**src/common/rv32_pkg.sv**
```systemverilog
// RV32 ISA definitions for the execute stage and its testbench
// instruction word views and the funct3 codes the datapath decodes
`default_nettype none

package rv32_pkg;

	localparam int XLEN = 32;	// data word width

	////////////////////////////////////////
	// instruction word, one view per format
	////////////////////////////////////////
	typedef union packed {
		struct packed {
			logic [6:0] funct7;
			logic [4:0] rs2;
			logic [4:0] rs1;
			logic [2:0] funct3;
			logic [4:0] rd;
			logic [6:0] opcode;
		} r;
		struct packed {
			logic [11:0] imm;
			logic [4:0]  rs1;
			logic [2:0]  funct3;
			logic [4:0]  rd;
			logic [6:0]  opcode;
		} i;
		struct packed {
			logic [6:0] imm_hi;	// imm[11:5]
			logic [4:0] rs2;
			logic [4:0] rs1;
			logic [2:0] funct3;
			logic [4:0] imm_lo;	// imm[4:0]
			logic [6:0] opcode;
		} s;
		struct packed {
			logic       imm12;	// sign bit
			logic [5:0] imm10_5;
			logic [4:0] rs2;
			logic [4:0] rs1;
			logic [2:0] funct3;
			logic [3:0] imm4_1;
			logic       imm11;
			logic [6:0] opcode;
		} b;
		struct packed {
			logic [19:0] imm;	// imm[31:12]
			logic [4:0]  rd;
			logic [6:0]  opcode;
		} u;
		struct packed {
			logic       imm20;	// sign bit
			logic [9:0] imm10_1;
			logic       imm11;
			logic [7:0] imm19_12;
			logic [4:0] rd;
			logic [6:0] opcode;
		} j;
	} rv32_inst_t;

	// branch conditions, B-format funct3
	typedef enum logic [2:0] {
		BEQ  = 3'b000,
		BNE  = 3'b001,
		BLT  = 3'b100,
		BGE  = 3'b101,
		BLTU = 3'b110,
		BGEU = 3'b111
	} branch_funct_e;

	// M extension multiplies, R-format funct3
	typedef enum logic [2:0] {
		MUL    = 3'b000,
		MULH   = 3'b001,
		MULHSU = 3'b010,
		MULHU  = 3'b011
	} mult_funct_e;

endpackage

`default_nettype wire

```
**src/common/ex_pkg.sv**
```systemverilog
// micro-op encodings used between issue and the execution units
// unit class, ALU function and operand select codes
`default_nettype none

package ex_pkg;

	localparam int TAG_BITS = 6;	// physical tag, 0 = no destination

	typedef enum logic [1:0] {
		INT_UNIT,
		BRANCH_UNIT,
		MULT_UNIT
	} ex_unit_e;

	typedef enum logic [3:0] {
		ALU_ADD,
		ALU_SUB,
		ALU_SLT,
		ALU_SLTU,
		ALU_AND,
		ALU_OR,
		ALU_XOR,
		ALU_SLL,
		ALU_SRL,
		ALU_SRA
	} alu_func_e;

	typedef enum logic [1:0] {
		OPA_IS_RS1,
		OPA_IS_NPC,
		OPA_IS_PC,
		OPA_IS_ZERO
	} opa_select_e;

	typedef enum logic [2:0] {
		OPB_IS_RS2,
		OPB_IS_I_IMM,
		OPB_IS_S_IMM,
		OPB_IS_B_IMM,
		OPB_IS_U_IMM,
		OPB_IS_J_IMM
	} opb_select_e;

endpackage

`default_nettype wire

```
**src/common/ex_op_if.sv**
```systemverilog
// decoded op from operand_decode to the integer and multiply paths
// at most one of int_valid and mult_valid is high in a cycle
`default_nettype none
`timescale 1ns/10ps

interface ex_op_if;
	import rv32_pkg::*;
	import ex_pkg::*;

	logic                int_valid;	// integer or branch class
	logic                mult_valid;
	logic [XLEN-1:0]     opa;
	logic [XLEN-1:0]     opb;
	logic [XLEN-1:0]     rs1;	// raw values for compare and multiply
	logic [XLEN-1:0]     rs2;
	alu_func_e           alu_func;
	branch_funct_e       branch_funct;
	mult_funct_e         mult_funct;
	logic                cond_branch;
	logic                uncond_branch;
	logic [XLEN-1:0]     npc;	// link value of a jump
	logic [TAG_BITS-1:0] dest_tag;

	modport decode (output int_valid, mult_valid, opa, opb, rs1, rs2, alu_func,
		branch_funct, mult_funct, cond_branch, uncond_branch, npc, dest_tag);
	modport int_unit (input int_valid, opa, opb, rs1, rs2, alu_func, branch_funct,
		cond_branch, uncond_branch, npc, dest_tag);
	modport mult_unit (input mult_valid, rs1, rs2, mult_funct, dest_tag);

endinterface

`default_nettype wire

```
**src/rtl/operand_decode.sv**
```systemverilog
// operand selection and routing for the execute stage, combinational
// picks opa/opb, extracts immediates from the instruction word views
`default_nettype none
`timescale 1ns/10ps

module operand_decode (
	input  wire                        issue_valid,
	input  wire rv32_pkg::rv32_inst_t  issue_inst,
	input  wire [rv32_pkg::XLEN-1:0]   issue_pc,
	input  wire [rv32_pkg::XLEN-1:0]   issue_npc,
	input  wire [rv32_pkg::XLEN-1:0]   issue_rs1_value,
	input  wire [rv32_pkg::XLEN-1:0]   issue_rs2_value,
	input  wire ex_pkg::ex_unit_e      issue_unit,
	input  wire ex_pkg::alu_func_e     issue_alu_func,
	input  wire ex_pkg::opa_select_e   issue_opa_select,
	input  wire ex_pkg::opb_select_e   issue_opb_select,
	input  wire                        issue_cond_branch,
	input  wire                        issue_uncond_branch,
	input  wire [ex_pkg::TAG_BITS-1:0] issue_dest_tag,
	ex_op_if.decode                    op
);
	import rv32_pkg::*;
	import ex_pkg::*;

	logic [XLEN-1:0] i_imm;
	logic [XLEN-1:0] s_imm;
	logic [XLEN-1:0] b_imm;
	logic [XLEN-1:0] u_imm;
	logic [XLEN-1:0] j_imm;

	// sign-extended immediates
	assign i_imm = {{20{issue_inst.i.imm[11]}}, issue_inst.i.imm};
	assign s_imm = {{20{issue_inst.s.imm_hi[6]}}, issue_inst.s.imm_hi, issue_inst.s.imm_lo};
	assign b_imm = {{20{issue_inst.b.imm12}}, issue_inst.b.imm11, issue_inst.b.imm10_5,
		issue_inst.b.imm4_1, 1'b0};
	assign u_imm = {issue_inst.u.imm, 12'b0};
	assign j_imm = {{12{issue_inst.j.imm20}}, issue_inst.j.imm19_12, issue_inst.j.imm11,
		issue_inst.j.imm10_1, 1'b0};

	always_comb begin
		case (issue_opa_select)
			OPA_IS_RS1: op.opa = issue_rs1_value;
			OPA_IS_NPC: op.opa = issue_npc;
			OPA_IS_PC:  op.opa = issue_pc;
			default:    op.opa = '0;	// OPA_IS_ZERO
		endcase
	end

	always_comb begin
		case (issue_opb_select)
			OPB_IS_RS2:   op.opb = issue_rs2_value;
			OPB_IS_I_IMM: op.opb = i_imm;
			OPB_IS_S_IMM: op.opb = s_imm;
			OPB_IS_B_IMM: op.opb = b_imm;
			OPB_IS_U_IMM: op.opb = u_imm;
			OPB_IS_J_IMM: op.opb = j_imm;
			default:      op.opb = '0;
		endcase
	end

	// branches share the integer path
	assign op.int_valid = issue_valid && (issue_unit == INT_UNIT || issue_unit == BRANCH_UNIT);
	assign op.mult_valid = issue_valid && (issue_unit == MULT_UNIT);

	assign op.rs1           = issue_rs1_value;
	assign op.rs2           = issue_rs2_value;
	assign op.alu_func      = issue_alu_func;
	assign op.branch_funct  = branch_funct_e'(issue_inst.b.funct3);
	assign op.mult_funct    = mult_funct_e'(issue_inst.r.funct3);
	assign op.cond_branch   = issue_cond_branch;
	assign op.uncond_branch = issue_uncond_branch;
	assign op.npc           = issue_npc;
	assign op.dest_tag      = issue_dest_tag;

endmodule

`default_nettype wire

```
**src/flat_wrapper.sv**
```systemverilog
// flat-port wrapper written by rule: the top's interface ports become plain ports
module operand_decode_flat import rv32_pkg::*; import ex_pkg::*;
  (issue_valid, issue_inst, issue_pc, issue_npc, issue_rs1_value, issue_rs2_value, issue_unit, issue_alu_func, issue_opa_select, issue_opb_select, issue_cond_branch, issue_uncond_branch, issue_dest_tag, op_int_valid, op_mult_valid, op_opa, op_opb, op_rs1, op_rs2, op_alu_func, op_branch_funct, op_mult_funct, op_cond_branch, op_uncond_branch, op_npc, op_dest_tag);
  ex_op_if op_i ();
  input  wire issue_valid;
  input  wire rv32_pkg::rv32_inst_t issue_inst;
  input  wire [rv32_pkg::XLEN-1:0] issue_pc;
  input  wire [rv32_pkg::XLEN-1:0] issue_npc;
  input  wire [rv32_pkg::XLEN-1:0] issue_rs1_value;
  input  wire [rv32_pkg::XLEN-1:0] issue_rs2_value;
  input  wire ex_pkg::ex_unit_e issue_unit;
  input  wire ex_pkg::alu_func_e issue_alu_func;
  input  wire ex_pkg::opa_select_e issue_opa_select;
  input  wire ex_pkg::opb_select_e issue_opb_select;
  input  wire issue_cond_branch;
  input  wire issue_uncond_branch;
  input  wire [ex_pkg::TAG_BITS-1:0] issue_dest_tag;
  output wire logic [$bits(op_i.int_valid)-1:0] op_int_valid;
  output wire logic [$bits(op_i.mult_valid)-1:0] op_mult_valid;
  output wire logic [$bits(op_i.opa)-1:0] op_opa;
  output wire logic [$bits(op_i.opb)-1:0] op_opb;
  output wire logic [$bits(op_i.rs1)-1:0] op_rs1;
  output wire logic [$bits(op_i.rs2)-1:0] op_rs2;
  output wire logic [$bits(op_i.alu_func)-1:0] op_alu_func;
  output wire logic [$bits(op_i.branch_funct)-1:0] op_branch_funct;
  output wire logic [$bits(op_i.mult_funct)-1:0] op_mult_funct;
  output wire logic [$bits(op_i.cond_branch)-1:0] op_cond_branch;
  output wire logic [$bits(op_i.uncond_branch)-1:0] op_uncond_branch;
  output wire logic [$bits(op_i.npc)-1:0] op_npc;
  output wire logic [$bits(op_i.dest_tag)-1:0] op_dest_tag;
  assign op_int_valid = op_i.int_valid;
  assign op_mult_valid = op_i.mult_valid;
  assign op_opa = op_i.opa;
  assign op_opb = op_i.opb;
  assign op_rs1 = op_i.rs1;
  assign op_rs2 = op_i.rs2;
  assign op_alu_func = op_i.alu_func;
  assign op_branch_funct = op_i.branch_funct;
  assign op_mult_funct = op_i.mult_funct;
  assign op_cond_branch = op_i.cond_branch;
  assign op_uncond_branch = op_i.uncond_branch;
  assign op_npc = op_i.npc;
  assign op_dest_tag = op_i.dest_tag;
  operand_decode u_core (.issue_valid(issue_valid), .issue_inst(issue_inst), .issue_pc(issue_pc), .issue_npc(issue_npc), .issue_rs1_value(issue_rs1_value), .issue_rs2_value(issue_rs2_value), .issue_unit(issue_unit), .issue_alu_func(issue_alu_func), .issue_opa_select(issue_opa_select), .issue_opb_select(issue_opb_select), .issue_cond_branch(issue_cond_branch), .issue_uncond_branch(issue_uncond_branch), .issue_dest_tag(issue_dest_tag), .op(op_i));
endmodule
```
**config.mk**
```make
export PLATFORM = sky130hd
export DESIGN_NAME = operand_decode_flat
export DESIGN_NICKNAME = d
export VERILOG_FILES = /design/src/common/rv32_pkg.sv /design/src/common/ex_pkg.sv /design/src/common/ex_op_if.sv /design/src/rtl/operand_decode.sv /design/src/flat_wrapper.sv
export SDC_FILE = /design/constraint.sdc
export NUM_CORES = 1
export LEC_CHECK = 0
export BUFFER_PORTS_ARGS = -buffer_cell sky130_fd_sc_hd__buf_2
export CORE_AREA = 2 2 140 142
export DETAILED_ROUTE_END_ITERATION = 10
export DIE_AREA = 0 0 142 144
export PLACE_DENSITY_LB_ADDON = 0.25
export SLEW_MARGIN = 20
export SYNTH_ARGS = -nofsm -noshare
export SYNTH_HDL_FRONTEND = slang
export SYNTH_SLANG_ARGS = --single-unit
```
**constraint.sdc**
```tcl
create_clock -name vclk -period 1.3
set_clock_uncertainty 0.1 [all_clocks]
set_input_delay 0.195 -clock vclk [all_inputs]
set_output_delay 0.195 -clock vclk [all_outputs]
set_load 0.01 [all_outputs]
```
# Yosys cells after proc, flatten, opt, wreduce, memory -nomap -nowiden
# Cells that the tools add are included.
[word_totals]
register_bits = 0
in_bits = 180
output_inout_bits = 180
elab_cells = 17
[op_classes]
eq_ne = 9
muxes = 2
n_reduce_logical = 6
[ops]
columns = ["op", "count"]
rows = [
  ["32-bit one-hot mux with 6 select lines", 1],
  ["32-bit one-hot mux with 3 select lines", 1],
  ["3-bit by 2-bit == test with 1-bit output (second input constant)", 2],
  ["3-bit == test (second input constant)", 2],
  ["2-bit by 1-bit == test with 1-bit output (second input constant)", 2],
  ["2-bit == test (second input constant)", 2],
  ["2-bit logical NOT", 2],
  ["3-bit by 1-bit == test with 1-bit output (second input constant)", 1],
  ["3-bit logical NOT", 1],
  ["1-bit logical AND", 2],
  ["1-bit logical OR", 1],
]

# Longest topological paths before layout
# Gate-level depths: netlist of the first run.
[logic_depth]
ltp_word = 3
mapped_depth = 6

# Worst setup path before layout of the first run
# OpenSTA, ideal clock, no wires.
[synth_timing]
path_kind = "input -> output"
start = "input issue_opb_select[2]"
end = "output op_opb[10]"
t_arrival_ns = 0.937
slack_ns = 0.068
stages = 5
n_path_buf = 2
cell_sequence = "buf_4 > nor2_4 > buf_4 > a22oi_1 > o21ai_0"
[synth_between]
elab_chain_cells = 2
elab_cells_between_ends = 7
[synth_rtl]
columns = ["item", "line", "text"]
rows = [
  ["start: declaration", "flat_wrapper.sv:14", "input wire ex_pkg::opb_select_e issue_opb_select;"],
  ["3-bit == test (tied with other cells)", "operand_decode.sv:50", "case (issue_opb_select)"],
  ["32-bit one-hot mux with 6 select lines *", "operand_decode.sv:50", ""],
  ["end: declaration", "flat_wrapper.sv:21", "output wire logic [$bits(op_i.opb)-1:0] op_opb;"],
]
# Mark *: on every way between the ends. The rest lies on a longest branch, timed or not.

# Worst setup path in the final report of the first run
[layout_timing]
start = "input issue_opa_select[1]"
end = "output op_opa[15]"
[layout_between]
elab_chain_cells = 2
elab_cells_between_ends = 4
[layout_rtl]
columns = ["item", "line", "text"]
rows = [
  ["start: declaration", "flat_wrapper.sv:13", "input wire ex_pkg::opa_select_e issue_opa_select;"],
  ["2-bit == test (tied with other cells)", "operand_decode.sv:41", "case (issue_opa_select)"],
  ["32-bit one-hot mux with 3 select lines *", "operand_decode.sv:41", ""],
  ["end: declaration", "flat_wrapper.sv:20", "output wire logic [$bits(op_i.opa)-1:0] op_opa;"],
]
# Marks and branches as above.

==> impl_metrics.yaml, run 1 <==
cells_and_area:
  ff_latch_area_um2: 0
  nNetsFinal: 744
  leading_cell_types_in_the_layout_fill_and_taps_excluded: "324 x sky130_fd_sc_hd__buf_2, 44 x sky130_fd_sc_hd__mux2i_1, 36 x sky130_fd_sc_hd__nand2_1"
  seq_cell_count: 0
  final_core_utilization_pct: 20.2
  final.clkbuf_count: 0
  areaGrowthSynthToFinish_pct: 68.5
  antennaDiodeCount: 0
  final_layout_size_suffix_gt1_share_pct: 73.3
  final_common_cell: "sky130_fd_sc_hd__buf_2"
power:
  power.total_mw: 1.47
  power_frac_seq_pct: 0
  static-leakage-power_nw: 2.18
  power_switching_mw: 0.747
  p_clk_share_pct: 0
  power.combinational.fraction_pct: 100.0
  sw_frac_of_total_pct: 50.7
  power.ir.vdd_worst_mv: 0.146
  p_int_mw: 0.726
  p_per_area_mw_per_mm2: 381
global_routing:
  via_count_of_the_first_global_routing_pass: 2693
  grt-ovfl-total: 0
  grt_usage_pct: 8.74
  grt_start_max_net_pins: 33
  antenna_found_initial: 0
  grt_first_pass_wirelength_mm: 14.2
placed_design:
  hpwlAfterDp_mm: 9.18
  placement.io_buffers: 329
  gp_congestion: 0.748
worst_setup_path:
  worstSetupEndpointType: "output port"
  kind_of_start_point_of_the_critical_path: "primary input"
  crit_required_ns: 1.00
  critical_path_peak_fanout: 5
  worst-endpoint-arrival_ns: 1.02
  worst_setup_path_class: "in2out"
timing:
  drv_slew: 0
  worst-slew-pin-transition_ns: 0.268
  layout_min_cycle_time_ns: 1.32
  final-setup-viol-count: 2
  final-hold-violation-count: 0
  max_freq_mhz: 760
  timing.max_slew.rel_slack_pct: 82.2
  final_worst_path_cycle_share_pct: 101
  post-route-worst-setup-slack_ns: -0.0151
  fin_setup_tns_ns: -0.0155
  grt_setup_unrepaired: "true"
die:
  dieArea_mm2: 0.0204
  num_rows: 51
  initial_utilization_pct: 12.0
  floorplan.core_area_mm2: 0.0191
  die_width_um: 142
  die_y_um: 144
  design.portCount: 360
detailed_routing:
  drt-initial-drc-count: 55
  num_vias: 3002
  routed_via_density: 3.75
  ant_nets: 0
  drt_first_pass_iters: 4
  wl_per_cell_um: 13.5
  postRouteWirelength_mm: 10.8
  drt_drc_violations_left: 0
yosys:
  synth_cell_types: 27
  post_synth_inst_count: 334
  postSynthAreaPerCell_um2: 6.86
  synth.cell_area_mm2: 0.00229
  synth_seq_area_share_pct: 0
  number_of_warnings_reported_in_the_yosys_synthesis_log: 0
  synth_nets: 514
worst_hold_path:
  holdCritPathClass: "in2out"
run:
  drv_cap: 0
status:
  violated_checks: "negative setup slack"
  status: "complete, but fails checks"
-- layout make-up --
| type | count | area [um2] |
|---|---|---|
| repair buffers | 365 | 2170 |
| well taps | 238 | 298 |
| multi-input cells | 196 | 1390 |
| fillers | 2177 | 15200 |
| inverters | 1 | 3.75 |
-- layer usage --
metal / vias up / global-route usage (%) / share of wire, %
met1: 1296 / 9.07 / 35
li1: 1487 / - / -
met2: 211 / 18.9 / 55
met3: 8 / 0.762 / 8.1
met5: - / 0 / 0
met4: 0 / 1.32 / 1.6
-- kinds of logic after synthesis --
logic type,Yosys count,share of synthesized area [%]
mux,44,19.2
buf+inv,139,45.7
simple gates,64,12.6
compound gates,86,22.1
xor+xnor,1,0.382
-- worst paths after layout --
check,startpoint,endpoint,slack (ns),cells past startpoint
setup / recovery,issue_opa_select[1],op_opa[15],-0.02,7
hold / removal,issue_dest_tag[2],op_dest_tag[2],0.29,0
-- critical path: stages --
cell	delay [ns]
sky130_fd_sc_hd__buf_12	0.12
sky130_fd_sc_hd__nor2b_4	0.14
sky130_fd_sc_hd__buf_4	0.16
sky130_fd_sc_hd__clkbuf_16	0.14
sky130_fd_sc_hd__nand2_1	0.05
sky130_fd_sc_hd__o21ai_0	0.07
sky130_fd_sc_hd__buf_2	0.15
-- power by group through the flow --
stage	registers (mW)	clock network [mW]	logic [mW]
3_5_place_dp	0	0	1.33
5_1_grt	0	0	1.61
2_1_floorplan	0	0	0.844
4_1_cts	0	0	1.37
3_3_place_gp	0	0	1.34
6_report	0	0	1.47
-- timing repair --
item,4_1_cts,5_1_grt
resized for setup,19,77
hold endpoints to repair,0,0
gates cloned,2,5
hold buffers,0,0
buffers inserted,0,3
setup endpoints to repair,63,60
pin swaps,3,20
-- Yosys cell counts (all sizes together) --
cell / n / area share [%]
clkbuf: 7 / 1.4
nand2: 52 / 8.8
inv: 1 / 0.16
or2: 1 / 0.27
o32ai: 1 / 0.38
nand3b: 1 / 0.33
o21ai: 60 / 15
o21a: 2 / 0.66
buf: 131 / 44
mux2i: 44 / 19
and3b: 1 / 0.38
a21oi: 10 / 2.2
and3: 2 / 0.55
a22oi: 11 / 3.6
nor2: 3 / 1.1
o22ai: 2 / 0.55
xor2: 1 / 0.38
nor2b: 4 / 1.1
-- through the flow --
step | instance area [um2] | hold WS, ns | std cells | worst slack [ns]
2_1_floorplan | 2290 | 0.336 | 334 | 0.0680
3_3_place_gp | 3460 | 0.290 | 791 | -0.144
3_5_place_dp | 3460 | 0.290 | 791 | -0.129
4_1_cts | 3560 | 0.290 | 793 | 0.000769
5_1_grt | 3860 | 0.290 | 800 | -0.0501
6_report | 3860 | 0.290 | 800 | -0.0151
Power figures use the tool's default switching activity.
==> inputs of run 2 (changes only) <==
PLACE_DENSITY_LB_ADDON = 0.3   (was 0.25)
==> run 2 against run 1 <==
The flow still finishes with violations (negative setup slack). Utilization rose by 0.35 points. Non-clock buffer count rose by 2. Sequential cell count did not move. Setup slack got worse by 0.013 ns. Design area rose by 1.7%. First-iteration DRC count rose by 35%. Global-route usage fell by 0.35 points. Routed wire length rose by 2.0%. Sequential share of layout area did not move. Critical endpoint is now op_opb[31].
==> impl_metrics.yaml, run 2 (synthesized netlist as in run 1, its figures left out) <==
timing:
  grt_setup_unrepaired: "true"
  drv_slew: 0
  worst-slew-pin-transition_ns: 0.230
  fin_setup_tns_ns: -0.0434
  max_freq_mhz: 753
  final-hold-violation-count: 0
  fin_worst_hold_slack_ns: 0.290
  layout_min_cycle_time_ns: 1.33
  timing.max_slew.rel_slack_pct: 84.4
  final-setup-viol-count: 3
  final_worst_path_cycle_share_pct: 102
  post-route-worst-setup-slack_ns: -0.0279
worst_setup_path:
  critical_path_peak_fanout: 8
  worst-endpoint-arrival_ns: 1.03
  crit_path_max_incr_delay_ns: 0.21
  crit_path_cell_trace: "buf_12, buf_8, nor2_4, a22oi_2, o32ai_1, buf_2"
  crit_required_ns: 1.00
  worstSetupEndpointType: "output port"
  kind_of_start_point_of_the_critical_path: "primary input"
  worst_setup_path_class: "in2out"
  crit_buf_inv: 3
  crit_path_top_delay_cell: "sky130_fd_sc_hd__nor2_4"
  critical-path-top-delay-family: "buffers and inverters"
power:
  sw_frac_of_total_pct: 50.8
  p_clk_share_pct: 0
  p_int_mw: 0.748
  power_frac_seq_pct: 0
  power.ir.vdd_worst_mv: 0.178
  power_switching_mw: 0.772
  power.combinational.fraction_pct: 100.0
  static-leakage-power_nw: 2.19
  p_per_area_mw_per_mm2: 387
die:
  num_rows: 51
  design.portCount: 360
  die_y_um: 144
  floorplan.core_area_mm2: 0.0191
  initial_utilization_pct: 12.0
  die_width_um: 142
  dieArea_mm2: 0.0204
run:
  drv_cap: 0
detailed_routing:
  ant_nets: 0
  postRouteWirelength_mm: 11.0
  drt_first_pass_iters: 4
  topRoutingLayerUsed: "met4"
  wirelength_met1_mm: 3.74
  wl_per_cell_um: 13.7
  drt_drc_violations_left: 0
  routed_via_density: 3.76
  drt-initial-drc-count: 74
  num_vias: 3018
  met2RoutedLength_mm: 6.21
  met3_length_um: 791
global_routing:
  grt_start_max_net_pins: 33
  via_count_of_the_first_global_routing_pass: 2625
  antenna_found_initial: 0
  grt_usage_pct: 8.39
  grt-ovfl-total: 0
  grt_first_pass_wirelength_mm: 13.7
worst_hold_path:
  hold_depth: 0
  timing.hold.worst.start: "issue_dest_tag[3]"
  worst_hold_path.endpoint: "op_dest_tag[3]"
  holdCritPathClass: "in2out"
status:
  violated_checks: "negative setup slack"
  status: "complete, but fails checks"
cts:
  post_cts_hold_buffer_count: 0
cells_and_area:
  leading_cell_types_in_the_layout_fill_and_taps_excluded: "322 x sky130_fd_sc_hd__buf_2, 42 x sky130_fd_sc_hd__nand2_1, 41 x sky130_fd_sc_hd__mux2i_1"
  ff_latch_area_um2: 0
  antennaDiodeCount: 0
  final_layout_size_suffix_gt1_share_pct: 73.9
  nNetsFinal: 746
  areaGrowthSynthToFinish_pct: 71.5
  seq_cell_count: 0
  final_common_cell: "sky130_fd_sc_hd__buf_2"
  final_core_utilization_pct: 20.6
  final.clkbuf_count: 0
placed_design:
  hpwlAfterDp_mm: 9.17
  pre_cts_ws_ns: -0.123
  gp_congestion: 0.725
  placement.io_buffers: 329
==> run 2: worst max-delay path by stage <==
| stage | depth (start not counted) | slack [ns] | end | startpoint |
|---|---|---|---|---|
| 6_report | 6 | -0.03 | op_opb[31] | issue_opb_select[0] |
| 5_1_grt | 6 | -0.09 | op_opb[12] | issue_opb_select[0] |
| 4_1_cts | 5 | 0.002 | op_opb[29] | issue_opb_select[1] |
| 3_5_place_dp | 5 | -0.12 | op_opb[3] | issue_opb_select[0] |
| 3_3_place_gp | 5 | -0.16 | op_opb[8] | issue_opb_select[0] |
| 2_1_floorplan | 5 | 0.07 | op_opb[10] | issue_opb_select[2] |
==> run 2: stage by stage <==
step | instances | power, mW | instance area, um2
2_1_floorplan | 334 | 0.844 | 2290
6_report | 802 | 1.52 | 3930
3_5_place_dp | 795 | 1.33 | 3490
3_3_place_gp | 795 | 1.35 | 3490
4_1_cts | 797 | 1.39 | 3600
5_1_grt | 802 | 1.64 | 3930
==> run 2: area by class of cell <==
type,instances,area [um2]
fillers,2184,15200
inverters,1,3.75
multi-input cells,196,1440
well taps,238,298
repair buffers,367,2190
==> run 2: power groups by stage <==
stage	clock [mW]	sequential (mW)	combinational, mW
floorplan	0	0	0.844
global placement	0	0	1.35
detailed placement	0	0	1.33
CTS	0	0	1.39
global route	0	0	1.64
finish	0	0	1.52
==> run 2: timing repair <==
action / 4_1_cts / 5_1_grt
gates cloned: 1 / 4
setup endpoints to repair: 49 / 45
setup buffers: 2 / 1
pin swaps: 6 / 24
resized for setup: 34 / 85
==> run 2: layer usage <==
metal,vias up,track usage (%)
met3,10,0.861
met4,0,1.74
met5,-,0
li1,1486,-
met1,1324,8.59
met2,198,18.0
